==> src/core_cfg_pkg.sv <==
package core_cfg_pkg;

    // Width of one integer register value
    parameter int XLEN = 64;

    // Architectural register file geometry
    parameter int REG_ADDR_W = 5;
    parameter int NUM_REGS   = 32;

endpackage

==> src/wb_pkg.sv <==
package wb_pkg;

    // Result offer from one execution unit
    typedef struct packed {
        logic                                valid;
        // Low for an instruction that retires without a register write
        logic                                wb_en;
        // High priority for port 0, integer pipe 0 only
        logic                                hipri;
        logic [core_cfg_pkg::REG_ADDR_W-1:0] dst;
        logic [core_cfg_pkg::XLEN-1:0]       result;
    } wb_req_t;

    // One register file write port
    typedef struct packed {
        logic                                en;
        logic [core_cfg_pkg::REG_ADDR_W-1:0] dst;
        logic [core_cfg_pkg::XLEN-1:0]       data;
    } rf_wr_t;

    // Collision buffer as seen by issue for forwarding
    typedef struct packed {
        logic                                valid;
        logic [core_cfg_pkg::REG_ADDR_W-1:0] dst;
        logic [core_cfg_pkg::XLEN-1:0]       value;
    } fwd_buf_t;

    // Source driving a write port
    typedef enum logic [2:0] {
        WB_SRC_NONE = 3'd0,
        WB_SRC_BUF  = 3'd1,
        WB_SRC_LSP  = 3'd2,
        WB_SRC_MD   = 3'd3,
        WB_SRC_IP0  = 3'd4,
        WB_SRC_IP1  = 3'd5,
        WB_SRC_TRAP = 3'd6
    } wb_src_e;

endpackage

==> src/reg_file.sv <==
`timescale 1ns/1ps

module reg_file (
    input  logic                                clk,
    input  logic                                rst,
    input  wb_pkg::rf_wr_t                      wr0,
    input  wb_pkg::rf_wr_t                      wr1,
    input  logic [core_cfg_pkg::REG_ADDR_W-1:0] rd_addr0,
    input  logic [core_cfg_pkg::REG_ADDR_W-1:0] rd_addr1,
    output logic [core_cfg_pkg::XLEN-1:0]       rd_data0,
    output logic [core_cfg_pkg::XLEN-1:0]       rd_data1
);
    import core_cfg_pkg::*;

    logic [XLEN-1:0] regs [NUM_REGS];

    always_ff @(posedge clk) begin
        if (rst) begin
            for (int i = 0; i < NUM_REGS; i++) begin
                regs[i] <= '0;
            end
        end else begin
            // Port 0 is applied last so it wins on a shared destination
            if (wr1.en && wr1.dst != '0) begin
                regs[wr1.dst] <= wr1.data;
            end
            if (wr0.en && wr0.dst != '0) begin
                regs[wr0.dst] <= wr0.data;
            end
        end
    end

    // x0 reads as zero
    assign rd_data0 = (rd_addr0 == '0) ? '0 : regs[rd_addr0];
    assign rd_data1 = (rd_addr1 == '0) ? '0 : regs[rd_addr1];

endmodule

==> config.mk <==
export PLATFORM = sky130hd
export DESIGN_NAME = reg_file
export DESIGN_NICKNAME = d
export VERILOG_FILES = /design/src/core_cfg_pkg.sv /design/src/wb_pkg.sv /design/src/reg_file.sv
export SDC_FILE = /design/constraint.sdc
export NUM_CORES = 2
export LEC_CHECK = 0
export BUFFER_PORTS_ARGS = -buffer_cell sky130_fd_sc_hd__buf_4
export CORE_UTILIZATION = 29
export DETAILED_ROUTE_END_ITERATION = 6
export SLEW_MARGIN = 5
export SYNTH_ARGS = -nofsm -noshare
export SYNTH_HDL_FRONTEND = slang
export SYNTH_SLANG_ARGS = --single-unit
==> constraint.sdc <==
create_clock -name clk -period 8.13 [get_ports clk]
set_input_delay 0.4065 -clock clk [delete_from_list [all_inputs] [get_ports clk]]
set_output_delay 0.4065 -clock clk [all_outputs]
set_load 0.005 [all_outputs]
==> metrics <==
worst endpoint required time=roughly 7.7 ns; dominant synthesized flop cell=sky130_fd_sc_hd__edfxtp_1; final hold violations=0; number of antenna violations at the first check in global routing=~70; hpwl dp=305000 um; count of unresolved DRC violations after routing=1; die height=635 um; clock slew seen by the registers of the worst setup and hold paths=roughly 0.06 ns; top flop regs=regs x2048; total I/O pin count=280; EDFF count, synth=2048; clock tree sinks=2048; total negative slack=0 ns; TritonCTS clock tree=built; max reg flops=2048; most common library cell in the layout ignoring fill and taps=sky130_fd_sc_hd__edfxtp_1; endpoint type of the worst setup path=output port; timing-limited maximum frequency=~210 MHz; Root Buffer Master=sky130_fd_sc_hd__clkbuf_16; global routing usage summed across all routing layers=between 20% and 30%; global-route congestion overflow total=0; CP Launch Type=input port; type of the worst setup path=in -> out; Post-DP Area=0.123 sq mm; pin count of the biggest net entering global routing=around 120; synthesis warning total=0; wire length of the first global-routing pass=706000 um; setup fix buffers added after clock tree synthesis=0; post-route minimum period=about 4.7 ns; number of buffers inserted for hold repair after clock tree synthesis=0; Clock H-tree levels=4; iteration count of the initial detailed-routing pass=7; crit share post-route=58.0%; # nets final=7229; Worst Path Max Fanout=between 60 and 70; Yosys reg bits=approximately 2.0k; fraction of layout cells with a size suffix above 1=26.8%; initial core utilization=29.1%; Die X=approximately 630 um; Rows=232; drt via density=roughly 6.8; gate count after technology mapping=7433; sequential cell area fraction in the yosys report=52.9%; number of vias in the routed layout=85.6k; routed length per placed instance=42.1 um; total die area=0.403 sq mm; number of gates resized after cts=0; register with the most flip-flops=regs; max-cap viol count=2; number of fill cells in the layout=38.1k; syn avg cell area=15.6 sq um; power density relative to cell area=203 mW/mm^2; fin. max-slew vios=between 60 and 70; number of global-route vias before repair=~80k; I/O Buffers=between 200 and 300; overall routed net length=528000 um; Post-DRT Antenna Nets=0; proportion of register bits with asynchronous set or reset after synthesis=0%; post-synthesis instance area=0.116 sq mm; peak supply drop=around 0.20 mV; final weighted congestion in routability-driven placement=0.898; layout overhead on the synthesized area=11.4%; cell area after layout=around 0.13 sq mm; Relative slew margins=-8.43%; outcome=finished, violations left; WP data arrival=4.31 ns; worst slew pin tran=approximately 1.6 ns; CTS Buf Count=221; maximum count of clock buffers along a single path=3; unrepaired setup endpoints after global routing=false; final setup vio count=0; kind of path behind the tightest hold check=in -> reg; failing checks=design-rule violations, max-capacitance violations, max-slew violations; count of routing violations after the opening detailed-route iteration=14.5k; placeable core region=0.399 sq mm; most frequent cells in the layout=sky130_fd_sc_hd__edfxtp_1, sky130_fd_sc_hd__a22o_1, sky130_fd_sc_hd__mux4_2, sky130_fd_sc_hd__mux2i_1, sky130_fd_sc_hd__buf_4; leakage power figure=43.1 nW; number of distinct standard cells referenced by the synthesized netlist=57
power breakdown:
group	internal [mW]	switching [mW]	total (mW)
sequential	12.3	0.343	12.6
combinational	1.45	2.37	3.81
clock	5.38	4.45	9.83
cells in the mapped netlist, types with 5 or more instances:
cell type                  instances  share of area [%]
sky130_fd_sc_hd__nor4_1           14              0.075
sky130_fd_sc_hd__or2_2             9              0.048
sky130_fd_sc_hd__or3_1            31               0.17
sky130_fd_sc_hd__and2_1            7              0.038
sky130_fd_sc_hd__or3b_1            5              0.038
sky130_fd_sc_hd__mux2_2           30               0.29
sky130_fd_sc_hd__nand2_1          43               0.14
sky130_fd_sc_hd__buf_6            27               0.26
sky130_fd_sc_hd__o21ai_0           9              0.039
sky130_fd_sc_hd__o22ai_1         182               0.98
sky130_fd_sc_hd__nand3_1          16              0.069
sky130_fd_sc_hd__o22a_1           16               0.12
sky130_fd_sc_hd__buf_2           324                1.4
sky130_fd_sc_hd__mux4_2          963                 19
sky130_fd_sc_hd__a211oi_1         11              0.071
sky130_fd_sc_hd__o32ai_1           5              0.038
sky130_fd_sc_hd__mux2i_1         543                4.7
sky130_fd_sc_hd__clkbuf_1        675                2.2
sky130_fd_sc_hd__edfxtp_1       2048                 53
sky130_fd_sc_hd__a211o_1           7              0.053
sky130_fd_sc_hd__nor2b_1          28               0.15
sky130_fd_sc_hd__o221ai_1         21               0.16
sky130_fd_sc_hd__nor3_1           14              0.060
sky130_fd_sc_hd__nand3b_1          8              0.052
sky130_fd_sc_hd__a31o_2           15               0.11
sky130_fd_sc_hd__a21oi_1          12              0.052
sky130_fd_sc_hd__nor2_1           70               0.23
sky130_fd_sc_hd__buf_4            65               0.42
sky130_fd_sc_hd__a22oi_1          28               0.18
sky130_fd_sc_hd__a22o_1         1987                 15
sky130_fd_sc_hd__a221oi_1          9              0.068
sky130_fd_sc_hd__nor3_2           19               0.16
sky130_fd_sc_hd__nor2_4            5              0.048
sky130_fd_sc_hd__nor3_4           12               0.17
sky130_fd_sc_hd__or2_1            66               0.36
sky130_fd_sc_hd__buf_1            65               0.21
sky130_fd_sc_hd__nand2b_1         10              0.054
critical path, cell delays in order:
cell                      delay, ns
sky130_fd_sc_hd__buf_8         0.63
sky130_fd_sc_hd__buf_4         0.82
sky130_fd_sc_hd__nand2_1       1.04
sky130_fd_sc_hd__a21oi_1       0.65
sky130_fd_sc_hd__nor4_1        0.11
sky130_fd_sc_hd__buf_4         0.20
sky130_fd_sc_hd__buf_4         0.14
metrics by stage:
| step | power (mW) | hold WS (ns) | cells | setup WS, ns | util, % |
|---|---|---|---|---|---|
| floorplan | 14.9 | 0.608 | 7496 | 1.86 | - |
| global placement | 16.5 | 0.959 | 12100 | 3.29 | 30.7 |
| detailed placement | 16.6 | 0.955 | 12100 | 3.37 | 30.7 |
| CTS | 26.2 | 0.0142 | 12500 | 3.65 | 32.4 |
| global route | 26.7 | 0.0556 | 12500 | 3.65 | 32.4 |
| finish | 26.3 | 0.0986 | 12500 | 3.42 | 32.4 |
routing by layer:
layer	track usage [%]	part of all wire (%)
met3	8.74	14
met4	16.5	7.6
met2	38.0	44
met1	30.3	34
met5	0	0.087
path summary, 6_finish.rpt:
| path | end | startpoint | depth (start not counted) |
|---|---|---|---|
| setup / recovery | rd_data1[52] | rd_addr1[3] | 7 |
| hold / removal | regs[20][63] | wr1[63] | 2 |
cell type report:
class                           instances  area (sq um)  share of cell area, %
Clock inverter                        117           906                  0.700
Inverter                                2          15.0                 0.0116
Multi-Input combinational cell       4290         50400                   38.9
Timing Repair Buffer                  514          4140                   3.19
Tap cell                             5265          6590                   5.09
Clock buffer                          279          5850                   4.52
Antenna cell                           30          75.1                 0.0580
Sequential cell                      2048         61500                   47.5
logic make-up after synthesis:
family	count (synthesis)	share of synthesized area (%)
AO/OA/AOI/OAI	2313	16.9
multiplexers	1536	23.6
other	1	0.00323
buffers and inverters	1158	4.47
AND/OR/NAND/NOR	377	2.02
flip-flops	2048	52.9
Note: power is estimated with default switching activity, not from simulation.
