===== src/core_cfg_pkg.sv =====
package core_cfg_pkg;

    // Width of one integer register value
    parameter int XLEN = 64;

    // Architectural register file geometry
    parameter int REG_ADDR_W = 5;
    parameter int NUM_REGS   = 32;

endpackage


===== src/wb_pkg.sv =====
package wb_pkg;

    // Result offer from one execution unit
    typedef struct packed {
        logic                                valid;
        // Low for an instruction that retires without a register write
        logic                                wb_en;
        // High priority for port 0, integer pipe 0 only
        logic                                hipri;
        logic [core_cfg_pkg::REG_ADDR_W-1:0] dst;
        logic [core_cfg_pkg::XLEN-1:0]       result;
    } wb_req_t;

    // One register file write port
    typedef struct packed {
        logic                                en;
        logic [core_cfg_pkg::REG_ADDR_W-1:0] dst;
        logic [core_cfg_pkg::XLEN-1:0]       data;
    } rf_wr_t;

    // Collision buffer as seen by issue for forwarding
    typedef struct packed {
        logic                                valid;
        logic [core_cfg_pkg::REG_ADDR_W-1:0] dst;
        logic [core_cfg_pkg::XLEN-1:0]       value;
    } fwd_buf_t;

    // Source driving a write port
    typedef enum logic [2:0] {
        WB_SRC_NONE = 3'd0,
        WB_SRC_BUF  = 3'd1,
        WB_SRC_LSP  = 3'd2,
        WB_SRC_MD   = 3'd3,
        WB_SRC_IP0  = 3'd4,
        WB_SRC_IP1  = 3'd5,
        WB_SRC_TRAP = 3'd6
    } wb_src_e;

endpackage


===== src/wb_arbiter.sv =====
`timescale 1ns/1ps

module wb_arbiter (
    input  logic              clk,
    input  logic              rst,
    input  wb_pkg::wb_req_t   ip0_req,
    input  wb_pkg::wb_req_t   ip1_req,
    input  wb_pkg::wb_req_t   lsp_req,
    input  wb_pkg::wb_req_t   md_req,
    input  wb_pkg::wb_req_t   trap_req,
    output logic              ip0_ready,
    output logic              ip1_ready,
    output logic              lsp_ready,
    output logic              md_ready,
    output logic              trap_ready,
    output wb_pkg::rf_wr_t    wr0,
    output wb_pkg::rf_wr_t    wr1,
    output wb_pkg::fwd_buf_t  fwd_buf,
    output logic [2:0]        retire_cnt
);
    import core_cfg_pkg::*;
    import wb_pkg::*;

    // Shared ports are offered in this order starting at index 0
    localparam int      N_ORD            = 4;
    localparam wb_src_e ORDER [N_ORD]    = '{WB_SRC_LSP, WB_SRC_MD, WB_SRC_IP0, WB_SRC_IP1};

    fwd_buf_t              buf_q;
    wb_src_e               src0;
    wb_src_e               src1;
    logic                  trap_wr;
    logic                  ip0_hi;
    logic [N_ORD-1:0]      want;
    logic [N_ORD-1:0]      placed;
    logic                  take_lsp;
    logic                  take_ip0;
    logic                  take_ip1;
    logic                  buf_load;
    logic [REG_ADDR_W-1:0] cap_dst;
    logic [XLEN-1:0]       cap_value;
    logic [4:0]            hs;

    // Builds the write for one port from its selected source
    function automatic rf_wr_t port_write(input wb_src_e src, input wb_req_t lsp,
                                          input wb_req_t md, input wb_req_t ip0,
                                          input wb_req_t ip1, input wb_req_t trap,
                                          input fwd_buf_t fb);
        rf_wr_t w;
        w    = '0;
        w.en = (src != WB_SRC_NONE);
        case (src)
            WB_SRC_BUF: begin
                w.dst  = fb.dst;
                w.data = fb.value;
            end
            WB_SRC_LSP: begin
                w.dst  = lsp.dst;
                w.data = lsp.result;
            end
            WB_SRC_MD: begin
                w.dst  = md.dst;
                w.data = md.result;
            end
            WB_SRC_IP0: begin
                w.dst  = ip0.dst;
                w.data = ip0.result;
            end
            WB_SRC_IP1: begin
                w.dst  = ip1.dst;
                w.data = ip1.result;
            end
            WB_SRC_TRAP: begin
                w.dst  = trap.dst;
                w.data = trap.result;
            end
            default: w = '0;
        endcase
        return w;
    endfunction

    assign trap_wr = trap_req.valid & trap_req.wb_en;
    assign ip0_hi  = ip0_req.valid & ip0_req.wb_en & ip0_req.hipri & ~trap_wr;

    // md writes even with wb_en low
    assign want = {ip1_req.valid & ip1_req.wb_en,
                   ip0_req.valid & ip0_req.wb_en,
                   md_req.valid,
                   lsp_req.valid & lsp_req.wb_en};

    always_comb begin
        src0   = WB_SRC_NONE;
        src1   = WB_SRC_NONE;
        placed = '0;
        if (trap_wr) begin
            src0 = WB_SRC_TRAP;
        end else if (ip0_hi) begin
            src0      = WB_SRC_IP0;
            placed[2] = 1'b1;
        end
        // Buffered loser drains first on port 1
        if (buf_q.valid) begin
            src1 = WB_SRC_BUF;
        end
        for (int i = 0; i < N_ORD; i++) begin
            if (want[i] && !placed[i]) begin
                if (src0 == WB_SRC_NONE) begin
                    src0      = ORDER[i];
                    placed[i] = 1'b1;
                end else if (src1 == WB_SRC_NONE) begin
                    src1      = ORDER[i];
                    placed[i] = 1'b1;
                end
            end
        end
    end

    // One loser among lsp, ip0 and ip1 may park in the buffer but md never does
    // A valid buffer drains on port 1 every cycle so it is always free to capture
    assign take_lsp  = want[0] & ~placed[0];
    assign take_ip0  = want[2] & ~placed[2] & ~take_lsp;
    assign take_ip1  = want[3] & ~placed[3] & ~take_lsp & ~take_ip0;
    assign buf_load  = take_lsp | take_ip0 | take_ip1;

    always_comb begin
        if (take_lsp) begin
            cap_dst   = lsp_req.dst;
            cap_value = lsp_req.result;
        end else if (take_ip0) begin
            cap_dst   = ip0_req.dst;
            cap_value = ip0_req.result;
        end else begin
            cap_dst   = ip1_req.dst;
            cap_value = ip1_req.result;
        end
    end

    always_ff @(posedge clk) begin
        if (rst) begin
            buf_q.valid <= 1'b0;
        end else begin
            buf_q.valid <= buf_load;
        end
        if (buf_load) begin
            buf_q.dst   <= cap_dst;
            buf_q.value <= cap_value;
        end
    end

    assign fwd_buf = buf_q;
    assign wr0     = port_write(src0, lsp_req, md_req, ip0_req, ip1_req, trap_req, buf_q);
    assign wr1     = port_write(src1, lsp_req, md_req, ip0_req, ip1_req, trap_req, buf_q);

    // Retire without write is always accepted
    assign lsp_ready  = ~lsp_req.valid | ~lsp_req.wb_en | placed[0] | take_lsp;
    assign md_ready   = ~md_req.valid | placed[1];
    assign ip0_ready  = ~ip0_req.valid | ~ip0_req.wb_en | placed[2] | take_ip0;
    assign ip1_ready  = ~ip1_req.valid | ~ip1_req.wb_en | placed[3] | take_ip1;
    assign trap_ready = ~trap_req.valid | ~trap_req.wb_en | (src0 == WB_SRC_TRAP);

    assign hs = {trap_req.valid & trap_ready,
                 md_req.valid & md_ready,
                 lsp_req.valid & lsp_ready,
                 ip1_req.valid & ip1_ready,
                 ip0_req.valid & ip0_ready};

    // Handshake count shows up one cycle late
    always_ff @(posedge clk) begin
        if (rst) begin
            retire_cnt <= 3'd0;
        end else begin
            retire_cnt <= 3'($countones(hs));
        end
    end

endmodule


===== config.mk =====
export PLATFORM = sky130hd
export DESIGN_NAME = wb_arbiter
export DESIGN_NICKNAME = d
export VERILOG_FILES = /design/src/core_cfg_pkg.sv /design/src/wb_pkg.sv /design/src/wb_arbiter.sv
export SDC_FILE = /design/constraint.sdc
export NUM_CORES = 1
export LEC_CHECK = 0
export BUFFER_PORTS_ARGS = -buffer_cell sky130_fd_sc_hd__buf_4
export CAP_MARGIN = 40
export CORE_AREA = 8 8 217 219
export CTS_CLUSTER_SIZE = 25
export DETAILED_ROUTE_END_ITERATION = 10
export DIE_AREA = 0 0 225 227
export GPL_ROUTABILITY_DRIVEN = 0
export PLACE_DENSITY = 0.5
export SYNTH_ARGS = -nofsm -noshare
export SYNTH_HDL_FRONTEND = slang
export SYNTH_SLANG_ARGS = --single-unit

===== constraint.sdc =====
create_clock -name clk -period 17.1 [get_ports clk]
set_input_delay 0.855 -clock clk [delete_from_list [all_inputs] [get_ports clk]]
set_output_delay 0.855 -clock clk [all_outputs]
set_load 0.03 [all_outputs]

==> metrics.md <==
| Metric | Value |
|---|---|
| Status | complete, no violations |
| Synthesis warning total | 0 |
| Hold Vio Cnt, Final | 0 |
| Synthesis-to-finish area growth | 56.3% |
| CP arrival | about 3.6 ns |
| Max-slew violation count | 0 |
| Die Y-Extent | 227 µm |
| Post-Syn Area | a little over 0.009 mm² |
| Critical R2R Launch | fwd_buf[69] |
| Tmin final | 4.41 ns |
| Core area | between 0.04 and 0.05 mm² |
| Hold WS | 0.686 ns |
| R2R Setup Slk | between 10 and 15 ns |
| # Post-CTS Setup Buffers | 0 |
| Sequential share of the synthesized area | 0.237 |
| Synth top area share | 0.228 |
| CTS root buffer | clkbuf_16 |
| Register area | approximately 0.0022 mm² |
| Vias in the first global route | about 13,000 |
| Initial antenna violation count | 1 |
| Top cells by count, synth | o21ai_0 (167), a221o_1 (139), clkbuf_1 (138) |
| Remaining DRCs | 0 |
| Die width | approximately 230 µm |
| Worst r2r dst | retire_cnt[1] |
| Slew @ Worst Pin | 0.976 ns |
| Wirelength per Cell | 27.3 µm |
| Max Fclk | approximately 230 MHz |
| Top delay family on crit path | buffers and inverters |
| Dpl hpwl | 43.7 mm |
| Worst path cell trace | buf_4, inv_2, o311a_4, buf_12, a221o_1, buf_4 |
| Critical path type | reg2out |
| Setup crit start | fwd_buf[69] |
| Cell taking the most area after synthesis | edfxtp_1 |
| Share of layout cells above drive strength 1 | 0.383 |
| Top area cells in the synthesized netlist | edfxtp_1 (23%), a221o_1 (15%), o21ai_0 (9.2%), a32oi_1 (6.8%), a22oi_1 (5.7%) |
| Layout Nets | roughly 2,000 |
| Clk_lat worst skew | ~0.36 ns |
| DIE AREA | between 0.05 and 0.06 mm² |
| Synth unique cells | 45 |
| Antenna Cells | 0 |
| RSZ-0062 raised after global routing | false |
| Critical path destination | wr1[2] |
| Pwr dens | 60.2 mW/mm² |
| Setup violations, final | 0 |
| Critical path launch point type | flop |
| Syn Area/Cell | approximately 7.5 µm² |
| Count leader, synth | o21ai_0 |
| Worst Reg-to-Reg Cells | 10 |
| Leakage | between 5 and 6 nW |
| Layout Skew | around 0.0036 ns |
| CP bufs+invs | 4 |
| TritonCTS Buffers | 9 |
| Setup crit end kind | output pin |
| Hold Buf Count CTS | 0 |
| Maxcap violations | 0 |
| Clk slew on worst S/H paths | 0.06 ns |
| CTS tree | yes |
| Footprint of the multi-input gates | approximately 0.0064 mm² |
| Maximum clock insertion buffer count | 2 |
| CTS sink count | 73 |
| Starting Density | 0.208 |
| Post-DRT Antenna Nets | 0 |
| Post-CTS Resized | 0 |
| Drt first-iter violations | approximately 1,200 |
| Met3 Wirelength | approximately 5.2 mm |
| CP max FO | 70 |
| Met2 WL | between 20 and 30 mm |
| Vias per cell | between 5 and 6 |
| Async S/R FF share, synth | 0 |
| DR pass1 iterations | 5 |
| H-tree depth | 3 |
| Top sig layer | met5 |
| Post-route setup TNS | 0 ns |
| Grt total ovfl | 0 |
| Boundary Pins | slightly below 600 |
| Number of synthesized register bits | 73 |
| Largest stage delay, worst path | just over 0.9 ns |
| Critical path's slowest cell | dfxtp_4 |
| Crit path top cell by count | buf_4 |
| First-pass GRT wire length | ~87 mm |
| Detailed-route wire length | approximately 62 mm |
| Worst VDD drop | around 0.041 mV |
| Largest net degree at the start of global routing | 74 |
| Post-Route M1 WL | around 25 mm |
| Via count | 13,200 |
| Worst Hold Class | in2reg |
| Crit path depth | 6 |
| Total track usage | 0.223 |
| Critical Path RT | 16.25 ns |
| Max_slew headroom | 0.350 |
| Main synth FF type | edfxtp_1 |
| Filler cells | 4,702 |
| Synthesized instance count | 1,213 |
| # rows | 77 |
| Number of synthesized flops with an enable pin | 69 |
| Fin crit share | 0.258 |
| Port bufs | approximately 570 |
==> kinds of logic after synthesis <==
logic type,count (synthesis),synth area share
AO/OA/AOI/OAI,601,0.496
AND/OR/NAND/NOR,358,0.182
other,1,0.000413
buffers and inverters,175,0.0764
flip-flops,73,0.237
adder cells (fa/ha/maj),5,0.00813
==> cells in the final DEF (no fill, tap or decap), types with 2 or more instances in the layout <==
master | Yosys | routed
nor3_1 | 2 | 2
nor2_4 | 0 | 3
nand3_4 | 0 | 2
a221o_1 | 139 | 139
buf_12 | 0 | 6
nand3_1 | 71 | 69
dfxtp_1 | 4 | 3
a22oi_1 | 69 | 69
and2_4 | 0 | 2
o31ai_1 | 45 | 45
nor2_1 | 77 | 74
nor2b_1 | 75 | 73
inv_1 | 2 | 2
buf_16 | 0 | 2
a32oi_1 | 70 | 70
a21oi_1 | 2 | 2
buf_4 | 4 | 593
edfxtp_1 | 69 | 69
nor2b_4 | 0 | 2
clkbuf_1 | 138 | 3
nand2_1 | 123 | 123
o21ai_0 | 167 | 167
fa_1 | 2 | 2
clkinv_2 | 0 | 4
conb_1 | 1 | 2
a31oi_1 | 72 | 71
o2111ai_1 | 24 | 24
clkbuf_16 | 0 | 9
==> stage by stage <==
step | power [mW] | instances | util | setup WS, ns | area [µm²]
4_1_cts | 0.861 | 2251 | 0.325 | 12.67 | 14200
5_1_grt | 0.889 | 2251 | 0.325 | 12.55 | 14200
3_3_place_gp | 0.664 | 2227 | 0.315 | 12.02 | 13800
3_5_place_dp | 0.669 | 2235 | 0.319 | 12.70 | 13900
6_report | 0.854 | 2251 | 0.325 | 12.69 | 14200
2_1_floorplan | 0.450 | 1214 | - | 10.69 | 9080
==> final cells by class <==
type | count | area share
Inverter | 3 | 0.000794
Clock buffer | 12 | 0.0167
Timing Repair Buffer | 601 | 0.326
Clock inverter | 4 | 0.00141
Sequential cell | 73 | 0.152
Tap cell | 592 | 0.0522
Multi-Input combinational cell | 966 | 0.451
==> report_power, final <==
group	total, mW	internal (mW)	switching [mW]
Clock	0.187	0.0977	0.0892
Combinational	0.457	0.180	0.277
Sequential	0.210	0.205	0.00537
==> state kept, by name (all words and copies together) (netlist names) <==
register,count
fwd_buf,70
retire_cnt,3
==> per-layer routing <==
metal,vias up,track usage
met3,108,0.0448
met2,808,0.373
met4,2,0.0825
met5,-,0
li1,5790,-
met1,6455,0.280
==> worst min-delay path by stage <==
stage / end / startpoint / cells after the start / slack, ns
after floorplan: retire_cnt[0] / rst / 1 / 0.93
final: fwd_buf[69] / rst / 2 / 0.69
after CTS: fwd_buf[69] / rst / 2 / 0.65
after global routing: fwd_buf[69] / rst / 2 / 0.66
after global placement: fwd_buf[69] / rst / 2 / 1.06
after detailed placement: fwd_buf[69] / rst / 2 / 1.06
No activity file was read; power rests on OpenSTA's default activity.
