**config.mk**
```make
export PLATFORM = sky130hd
export DESIGN_NAME = retire_counter
export DESIGN_NICKNAME = d
export VERILOG_FILES = /design/src/retire_counter.sv
export SDC_FILE = /design/constraint.sdc
export NUM_CORES = 1
export LEC_CHECK = 0
export BUFFER_PORTS_ARGS = -buffer_cell sky130_fd_sc_hd__buf_2
export CORE_MARGIN = 8
export CORE_UTILIZATION = 46
export CTS_CLUSTER_SIZE = 30
export DETAILED_ROUTE_END_ITERATION = 10
export PLACE_DENSITY = 0.73
export SLEW_MARGIN = 20
export SYNTH_ARGS = -nofsm -noshare
export SYNTH_HDL_FRONTEND = slang
export SYNTH_SLANG_ARGS = --single-unit
```
**constraint.sdc**
```tcl
create_clock -name clk -period 2.1 [get_ports clk]
set_input_delay 0 -clock clk [delete_from_list [all_inputs] [get_ports clk]]
set_output_delay 0 -clock clk [all_outputs]
set_load 0.02 [all_outputs]
```
**src/retire_counter.sv**
```systemverilog
`timescale 1ns/1ps

module retire_counter #(
    parameter int unsigned INSTRET_W = 32
) (
    input  logic                 clk,
    input  logic                 rst,
    input  logic [2:0]           retire_cnt,
    output logic [INSTRET_W-1:0] instret
);

    logic [INSTRET_W-1:0] step;

    // Zero-extend the per-cycle count to the total width
    assign step = INSTRET_W'(retire_cnt);

    // Wraps at the top of the range like the CSR it feeds
    always_ff @(posedge clk) begin
        if (rst) begin
            instret <= '0;
        end else begin
            instret <= instret + step;
        end
    end

endmodule

```
==> results of run 1 <==
what timing repair did:
action,in CTS,in global routing
hold buffers,0,0
gates resized for setup,4,2
buffers inserted,4,1
endpoints found under the setup margin,5,9
gates cloned,1,0
pin swaps,4,1
cell usage after synthesis (all sizes together), types with 2 or more instances:
library cell,n
a21oi,23
or4,18
o21ai,4
clkbuf,7
nand3,12
xor2,4
and3,2
buf,4
nand2,9
or3,4
inv,2
nor2b,4
and4,2
nand4,7
nor2,10
xnor2,4
dfxtp,32
o31ai,16
ha,3
kinds of logic (layout without fill, tap and decap cells):
group,after synthesis,after routing
and+or+nand+nor,73,73
DFF,32,32
adders and majority gates,4,4
AOI/OAI and AO/OA,47,47
buffers and inverters,13,61
xor gates and xnor gates,8,8
muxes,1,1
power by group through the flow:
stage               registers, uW  logic [uW]  clock network (uW)
finish                        638         171                 405
global route                  641         186                 435
CTS                           639         169                 405
detailed placement            652         159                   0
global placement              651         153                   0
floorplan                     675        77.4                   0
cell type report:
type	instances	area (um2)
Clock buffer	8	68.8
Fill cell	310	1330
Inverter	2	7.51
Multi-Input combinational cell	133	910
Sequential cell	32	646
Tap cell	46	57.6
Timing Repair Buffer	51	294
how the worst min path moves through the flow:
stage | from | cells past startpoint | end
after detailed placement | retire_cnt[0] | 3 | instret[0]$_SDFF_PP0_
after CTS | retire_cnt[0] | 3 | instret[0]$_SDFF_PP0_
after global routing | retire_cnt[0] | 3 | instret[0]$_SDFF_PP0_
final | retire_cnt[0] | 3 | instret[0]$_SDFF_PP0_
after global placement | retire_cnt[0] | 3 | instret[0]$_SDFF_PP0_
after floorplan | rst | 1 | instret[0]$_SDFF_PP0_
worst max-delay path, delay by kind of cell (launching register included):
family                     cells  cell delay, ns
and+or+nand+nor                2            0.93
adders and majority gates      2            0.34
buffers and inverters          1            0.15
AOI/OAI and AO/OA              2            0.24
DFF                            1            0.37
per-stage QoR:
stage	instances	total power, uW	TNS [ns]	cell area (um2)	setup WS (ns)
floorplan	178	753	0	1600	0.0161
global placement	258	804	0	1850	0.0472
detailed placement	258	812	-0.0351	1850	-0.0166
CTS	271	1210	0	1970	0.00236
global route	272	1260	-0.281	1980	-0.0472
finish	272	1210	0	1980	0.0121
metal layers:
| metal | global-route usage | vias up |
|---|---|---|
| li1 | - | 774 |
| met1 | 0.173 | 722 |
| met2 | 0.256 | 36 |
| met3 | 0.0526 | 4 |
| met4 | 0.0500 | 0 |
| met5 | 0 | - |
==> out/metrics.cfg, run 1 <==
[run_status]
status=finished clean

[placed_design]
routabilityCongestion=0.792
dp_hpwl_um=2780
port_buffers=36

[setup_path]
required_ns=2.36
worstPathCellList=ha_4, fa_2, a21oi_2, or4_4, buf_6, or4_1, a21oi_2
arrival_ns=2.34
rr_worst_depth=7
cp-start-kind=flop
crit_path_max_fanout=8
endpoint=instret[20]$_SDFF_PP0_
max_stage_delay_ns=0.49
cp-end-kind=flop
worstReg2RegEnd=instret[20]$_SDFF_PP0_
rrSetupSlack_ns=0.01
r2r-start=instret[0]$_SDFF_PP0_
critPathLaunch=instret[0]$_SDFF_PP0_
cp_slowest_cell=or4_4
crit_type=reg -> reg
cpMostUsedCell=a21oi_2

[power_and_ir_drop]
seq_power_share=0.526
p_clk_frac=0.333
vdd.ir_drop.worst_mv=0.322
leakage_uw=0.000765
powerDensity_mw_per_mm2=612
switching_share=0.258
p_int_uw=901
p_switching_uw=313
combPwrFrac=0.141

[synthesis]
synth_fa_ha_area_frac=0.0366
avgSynthCellArea_um2=8.83
synth_ff_type=dfxtp_1
synth_area_mm2=0.00157
synth_edf_count=0
ys_types=36
yosysSeqAreaShare=0.408
synth_compound_area_frac=0.185
ys_ff_latch=32
synthArstFlopShare=0
synth_xor_xnor_area_share=0.0446
yosysTopAreaCell=dfxtp_1
synth_top_family_by_area=simple AND/OR/NAND/NOR gates
synth_mux_area_frac=0.00717
synth_cells=178
yosysTopAreaCellShare=0.408
yosys-top-cells-area=dfxtp_1, or4_1, o31ai_1
synth-simple-area-share=0.278
synth_warnings=0
syn_nets=187

[cells_and_area]
nets=234
utilization=0.599
syn2layout_area_growth_pct=26.2
diodes=0
mostFrequentLayoutCell=buf_2
drive_gt1_frac=0.323
largest_reg_flops=32
final_cell_mix=buf_2, dfxtp_1, a21oi_1, or4_1, o31ai_1
reg.largest.list=instret (32)
regMostFlops=instret

[global_route]
grt_max_degree=34
grt-ovfl-total=0
first_global_vias=1509
antenna_found_initial=0
grt_pass1_wl_um=6670
grt_usage=0.152

[timing]
grt_setup_unrepaired=yes
slew_headroom=0.611
fmax_ghz=0.479
setup_viol=0
final-max-slew-violation-count=0
fin_hold_ws_ns=0.0397
fin_crit_ns=2.09
skew_ns=0.00941
hold_viol=0
tightest_slew_ns=0.584
finalCritPeriodShare=0.994

[drt]
vias=1536
viasPerCell=5.65
drtIter0Drc=42
wirelength_um=3960
wl_met2_um=1880
drc_errors=0
m1WireLength_um=1800
routed.top_layer=met4
wl_per_cell_um=14.5
drt-pass1-iter-count=4
antenna_left=0
dr_wl_met3_um=247

[die]
fp.coreArea_mm2=0.00331
dieHeight_um=74.5
initial_core_util=0.475
ioPinCount=37
fp.dieW_um=74.5
std_cell_rows=21
dieArea_mm2=0.00554

[clocking]
clk_path_buf_depth=2
numCtsBuffers=5
cts.sinks=32
htree_num_levels=2
clk_pin_slew_ns=0.10
cts_root_buf=clkbuf_4
insertion_delay_ns=0.32
cts_tree=done

[flow_run]
cap_violations=0

[hold_path]
hold_path_class=in -> reg

No activity file was read; power rests on OpenSTA's default activity.
==> inputs of run 2 (changes only) <==
Settings changed: CORE_ASPECT_RATIO set to 0.8.
==> run 2 against run 1 <==
Combinational power down 6%. Via count down 0.91%. Clock-buffer cell count decreased by 1. Clock skew barely moved. Sequential power about the same. Core utilization increased by 1.4 points. Clock power grew 31%. Critical endpoint is now instret[24]$_SDFF_PP0_. Largest power group unchanged.
==> out/metrics.cfg, run 2 (same netlist as run 1, synthesis figures left out) <==
[global_route]
grt_usage=0.147
grt_max_degree=34
antenna_found_initial=0
first_global_vias=1483
grt-ovfl-total=0
grt_pass1_wl_um=6380

[die]
fp.coreArea_mm2=0.00335
dieArea_mm2=0.00555
ioPinCount=37
dieHeight_um=68.3
initial_core_util=0.469
std_cell_rows=19
fp.dieW_um=81.4

[power_and_ir_drop]
vdd.ir_drop.worst_mv=0.433
finalPower_uw=1330
leakage_uw=0.000780
powerDensity_mw_per_mm2=648

[clocking]
cts_root_buf=clkbuf_8
clk_path_buf_depth=2
cts_hold_buf=0
clk_pin_slew_ns=0.06
cts.sinks=32
cts_tree=done
numCtsBuffers=5
insertion_delay_ns=0.29
htree_num_levels=2

[setup_path]
arrival_ns=2.23
max_stage_delay_ns=0.52
r2r-start=instret[0]$_SDFF_PP0_
cp-start-kind=flop
worstPathCellList=ha_4, fa_2, a21oi_2, or4_4, buf_4, buf_4, o31ai_4, a21oi_2
rr_worst_depth=8
rrSetupSlack_ns=0.01
required_ns=2.24
crit_type=reg -> reg
worstReg2RegEnd=instret[24]$_SDFF_PP0_
cp-end-kind=flop
crit_path_max_fanout=7
cp_slowest_cell=or4_4

[run_status]
status=finished clean

[cells_and_area]
fillers=281
drive_gt1_frac=0.357
regMostFlops=instret
reg.largest.list=instret (32)
syn2layout_area_growth_pct=30.7
diodes=0
regArea_um2=646
utilization=0.613
nets=232
final_cell_mix=buf_2, dfxtp_1, a21oi_1, o31ai_1
mostFrequentLayoutCell=buf_2
largest_reg_flops=32
multi_input_area_um2=963

[placed_design]
dp_hpwl_um=2640
routabilityCongestion=0.766
port_buffers=36

[timing]
slew_headroom=0.586
final-max-slew-violation-count=0
skew_ns=0.00891
tightest_slew_ns=0.621
setup_viol=0
finalCritPeriodShare=0.993
grt_setup_unrepaired=yes
fin_crit_ns=2.09
hold_viol=0
fin_hold_ws_ns=0.0627
fmax_ghz=0.479

[drt]
drt-pass1-iter-count=4
vias=1522
wirelength_um=3770
drc_errors=0
wl_per_cell_um=14.2
antenna_left=0
viasPerCell=5.72
drtIter0Drc=102

[hold_path]
hp-start=retire_cnt[0]
whs_path_depth=3
hold_path_class=in -> reg
whs_endpoint=instret[0]$_SDFF_PP0_

[flow_run]
cap_violations=0

==> run 2: stage by stage <==
| step | TNS [ns] | worst slack, ns | std cells | cell area (um2) |
|---|---|---|---|---|
| global route | -0.365 | -0.0625 | 266 | 2050 |
| finish | 0 | 0.0140 | 266 | 2050 |
| detailed placement | -0.0573 | -0.0296 | 254 | 1840 |
| CTS | 0 | 0.00344 | 266 | 1980 |
| floorplan | 0 | 0.0161 | 178 | 1600 |
| global placement | 0 | 0.0411 | 254 | 1840 |
==> run 2: power by group <==
part / internal [uW] / switching [uW] / total (uW)
Combinational: 72.2 / 87.8 / 160
Sequential: 625 / 14.3 / 639
Clock: 304 / 227 / 531
Total: 1000 / 329 / 1330
==> run 2: how the worst max path moves through the flow <==
stage	cells past startpoint	slack (ns)	to	from
6_report	8	0.01	instret[24]$_SDFF_PP0_	instret[0]$_SDFF_PP0_
5_1_grt	8	-0.06	instret[24]$_SDFF_PP0_	instret[0]$_SDFF_PP0_
4_1_cts	7	0.003	instret[24]$_SDFF_PP0_	instret[0]$_SDFF_PP0_
3_5_place_dp	7	-0.03	instret[26]$_SDFF_PP0_	instret[0]$_SDFF_PP0_
3_3_place_gp	7	0.04	instret[26]$_SDFF_PP0_	instret[0]$_SDFF_PP0_
2_1_floorplan	7	0.02	instret[30]$_SDFF_PP0_	instret[0]$_SDFF_PP0_
==> run 2: cell type report <==
cell class	count	share of cell area
Tap cell	42	0.0256
Clock inverter	1	0.00244
Clock buffer	7	0.0475
Multi-Input combinational cell	133	0.469
Inverter	2	0.00366
Timing Repair Buffer	49	0.137
Sequential cell	32	0.314
==> run 2: per-layer routing <==
| layer | wire length, um | global-route usage | part of all wire | vias up |
|---|---|---|---|---|
| met5 | 0 | 0 | 0 | - |
| met4 | 21 | 0.0622 | 0.0056 | 0 |
| met3 | 196 | 0.0617 | 0.052 | 2 |
| met2 | 1780 | 0.235 | 0.47 | 29 |
| met1 | 1760 | 0.171 | 0.47 | 720 |
| li1 | - | - | - | 771 |
==> run 2: critical path, delay by kind of cell, from the launching register on <==
| family | cells | cell delay, ns |
|---|---|---|
| compound gates | 3 | 0.38 |
| fa+ha+maj | 2 | 0.37 |
| buf+inv | 2 | 0.33 |
| flops | 1 | 0.36 |
| simple gates | 1 | 0.52 |
==> run 2: repair_timing <==
item	in CTS	in global routing
cloned	1	0
resized for setup	3	16
endpoints found under the setup margin	4	9
pin swaps	2	16
setup buffers	3	0
==> inputs of run 3 (changes only) <==
Settings changed: CORE_MARGIN 8 to not set.
==> run 3 against run 2 <==
Sequential power barely moved. Via count fell by 0.66%. Critical endpoint is now instret[30]$_SDFF_PP0_. Setup slack barely moved. Core utilization rose by 0.68 points. First-iteration DRC count fell by 31%. Critical path type unchanged. Sequential cell count did not move. Wire length fell by 1.8%. Maximum frequency barely moved. Combinational power rose by 10%. Global-route usage rose by 7.0 points.
==> out/metrics.cfg, run 3 (same netlist as run 1, synthesis figures left out) <==
[drt]
wl_per_cell_um=14.2
antenna_left=0
drc_errors=0
wirelength_um=3700
drt-pass1-iter-count=4
drtIter0Drc=70
viasPerCell=5.82
vias=1512

[die]
fp.dieW_um=67.4
dieHeight_um=54.3
initial_core_util=0.495
std_cell_rows=18
dieArea_mm2=0.00366
ioPinCount=37
fp.coreArea_mm2=0.00318

[power_and_ir_drop]
p_clk_frac=0.342
combPwrFrac=0.142
vdd.ir_drop.worst_mv=0.318
powerDensity_mw_per_mm2=630
leakage_uw=0.000745
p_int_uw=927
finalPower_uw=1240
switching_share=0.252
seq_power_share=0.516
p_switching_uw=313

[global_route]
first_global_vias=1324
grt_usage=0.217
grt_pass1_wl_um=5840
grt-ovfl-total=0
grt_max_degree=34
antenna_found_initial=0

[cells_and_area]
drive_gt1_frac=0.318
final_cell_mix=buf_2, dfxtp_1, a21oi_1, or4_1, o31ai_1
instances_no_fill=260
nets=230
reg.largest.list=instret (32)
multi_input_area_um2=925
regArea_um2=646
largest_reg_flops=32
mostFrequentLayoutCell=buf_2
syn2layout_area_growth_pct=25.2
fillers=291
diodes=0
regMostFlops=instret

[clocking]
htree_num_levels=2
insertion_delay_ns=0.28
clk_path_buf_depth=2
clk_pin_slew_ns=0.07
cts.sinks=32
cts_tree=done
cts_root_buf=clkbuf_8
numCtsBuffers=5
cts_hold_buf=0

[timing]
skew_ns=0.00855
final-max-slew-violation-count=0
setup_viol=0
tightest_slew_ns=0.624
finalCritPeriodShare=0.993
fmax_ghz=0.479
hold_viol=0
fin_crit_ns=2.09
slew_headroom=0.584
grt_setup_unrepaired=yes

[placed_design]
dp_hpwl_um=2470
port_buffers=36
post-place-cells=247
routabilityCongestion=0.795

[setup_path]
critPathLaunch=instret[0]$_SDFF_PP0_
crit_path_max_fanout=8
crit_type=reg -> reg
cp-start-kind=flop
cp-end-kind=flop
rrSetupSlack_ns=0.01
rr_worst_depth=7
arrival_ns=2.29
r2r-start=instret[0]$_SDFF_PP0_
worstReg2RegEnd=instret[30]$_SDFF_PP0_
required_ns=2.30
endpoint=instret[30]$_SDFF_PP0_

[run_status]
status=finished clean

[flow_run]
cap_violations=0

[hold_path]
hold_path_class=in -> reg

==> run 3: worst min-delay path by stage <==
| stage | start | cells after the start | end | slack, ns |
|---|---|---|---|---|
| finish | retire_cnt[0] | 3 | instret[0]$_SDFF_PP0_ | 0.07 |
| global route | retire_cnt[0] | 3 | instret[0]$_SDFF_PP0_ | 0.08 |
| CTS | retire_cnt[0] | 3 | instret[0]$_SDFF_PP0_ | 0.06 |
| detailed placement | retire_cnt[0] | 3 | instret[0]$_SDFF_PP0_ | 0.37 |
| global placement | retire_cnt[0] | 3 | instret[0]$_SDFF_PP0_ | 0.36 |
| floorplan | rst | 1 | instret[0]$_SDFF_PP0_ | 0.06 |
==> run 3: repair_timing <==
item	CTS	global route
buffers inserted	5	1
pin swaps	3	12
resized for setup	4	6
cloned	1	0
setup endpoints to repair	4	6
==> run 3: layout make-up <==
class	instances	area share
Multi-Input combinational cell	133	0.470
Sequential cell	32	0.328
Timing Repair Buffer	47	0.135
Clock buffer	6	0.0369
Tap cell	40	0.0254
Inverter	2	0.00382
==> run 3: layer usage <==
metal  GRT usage  up-vias  wire length (um)
met4      0.0780        0                44
li1            -      759                 -
met2       0.357       32              1680
met5           0        -                 0
met1       0.280      716              1830
met3      0.0500        5               144
==> run 3: through the flow <==
| stage | area [um2] | setup slack (ns) | utilization | hold WS (ns) | TNS, ns |
|---|---|---|---|---|---|
| global placement | 1800 | 0.0332 | 0.568 | 0.363 | 0 |
| floorplan | 1600 | 0.0161 | - | 0.0619 | 0 |
| global route | 1970 | -0.0417 | 0.619 | 0.0759 | -0.0716 |
| CTS | 1930 | 0.00239 | 0.609 | 0.0605 | 0 |
| finish | 1970 | 0.0142 | 0.619 | 0.0739 | 0 |
| detailed placement | 1800 | -0.0195 | 0.568 | 0.366 | -0.0236 |
==> run 3: critical path: stages, from the launching register on <==
cell	delay (ns)
dfxtp_4	0.35
ha_4	0.13
fa_2	0.20
a21oi_2	0.06
or4_4	0.52
buf_6	0.15
or4_1	0.47
a21oi_1	0.13
==> run 3: power by group through the flow <==
stage | clock network (uW) | logic [uW] | registers [uW]
6_report | 424 | 176 | 640
4_1_cts | 432 | 167 | 641
3_3_place_gp | 0 | 152 | 651
2_1_floorplan | 0 | 77.4 | 675
3_5_place_dp | 0 | 158 | 653
5_1_grt | 465 | 190 | 643
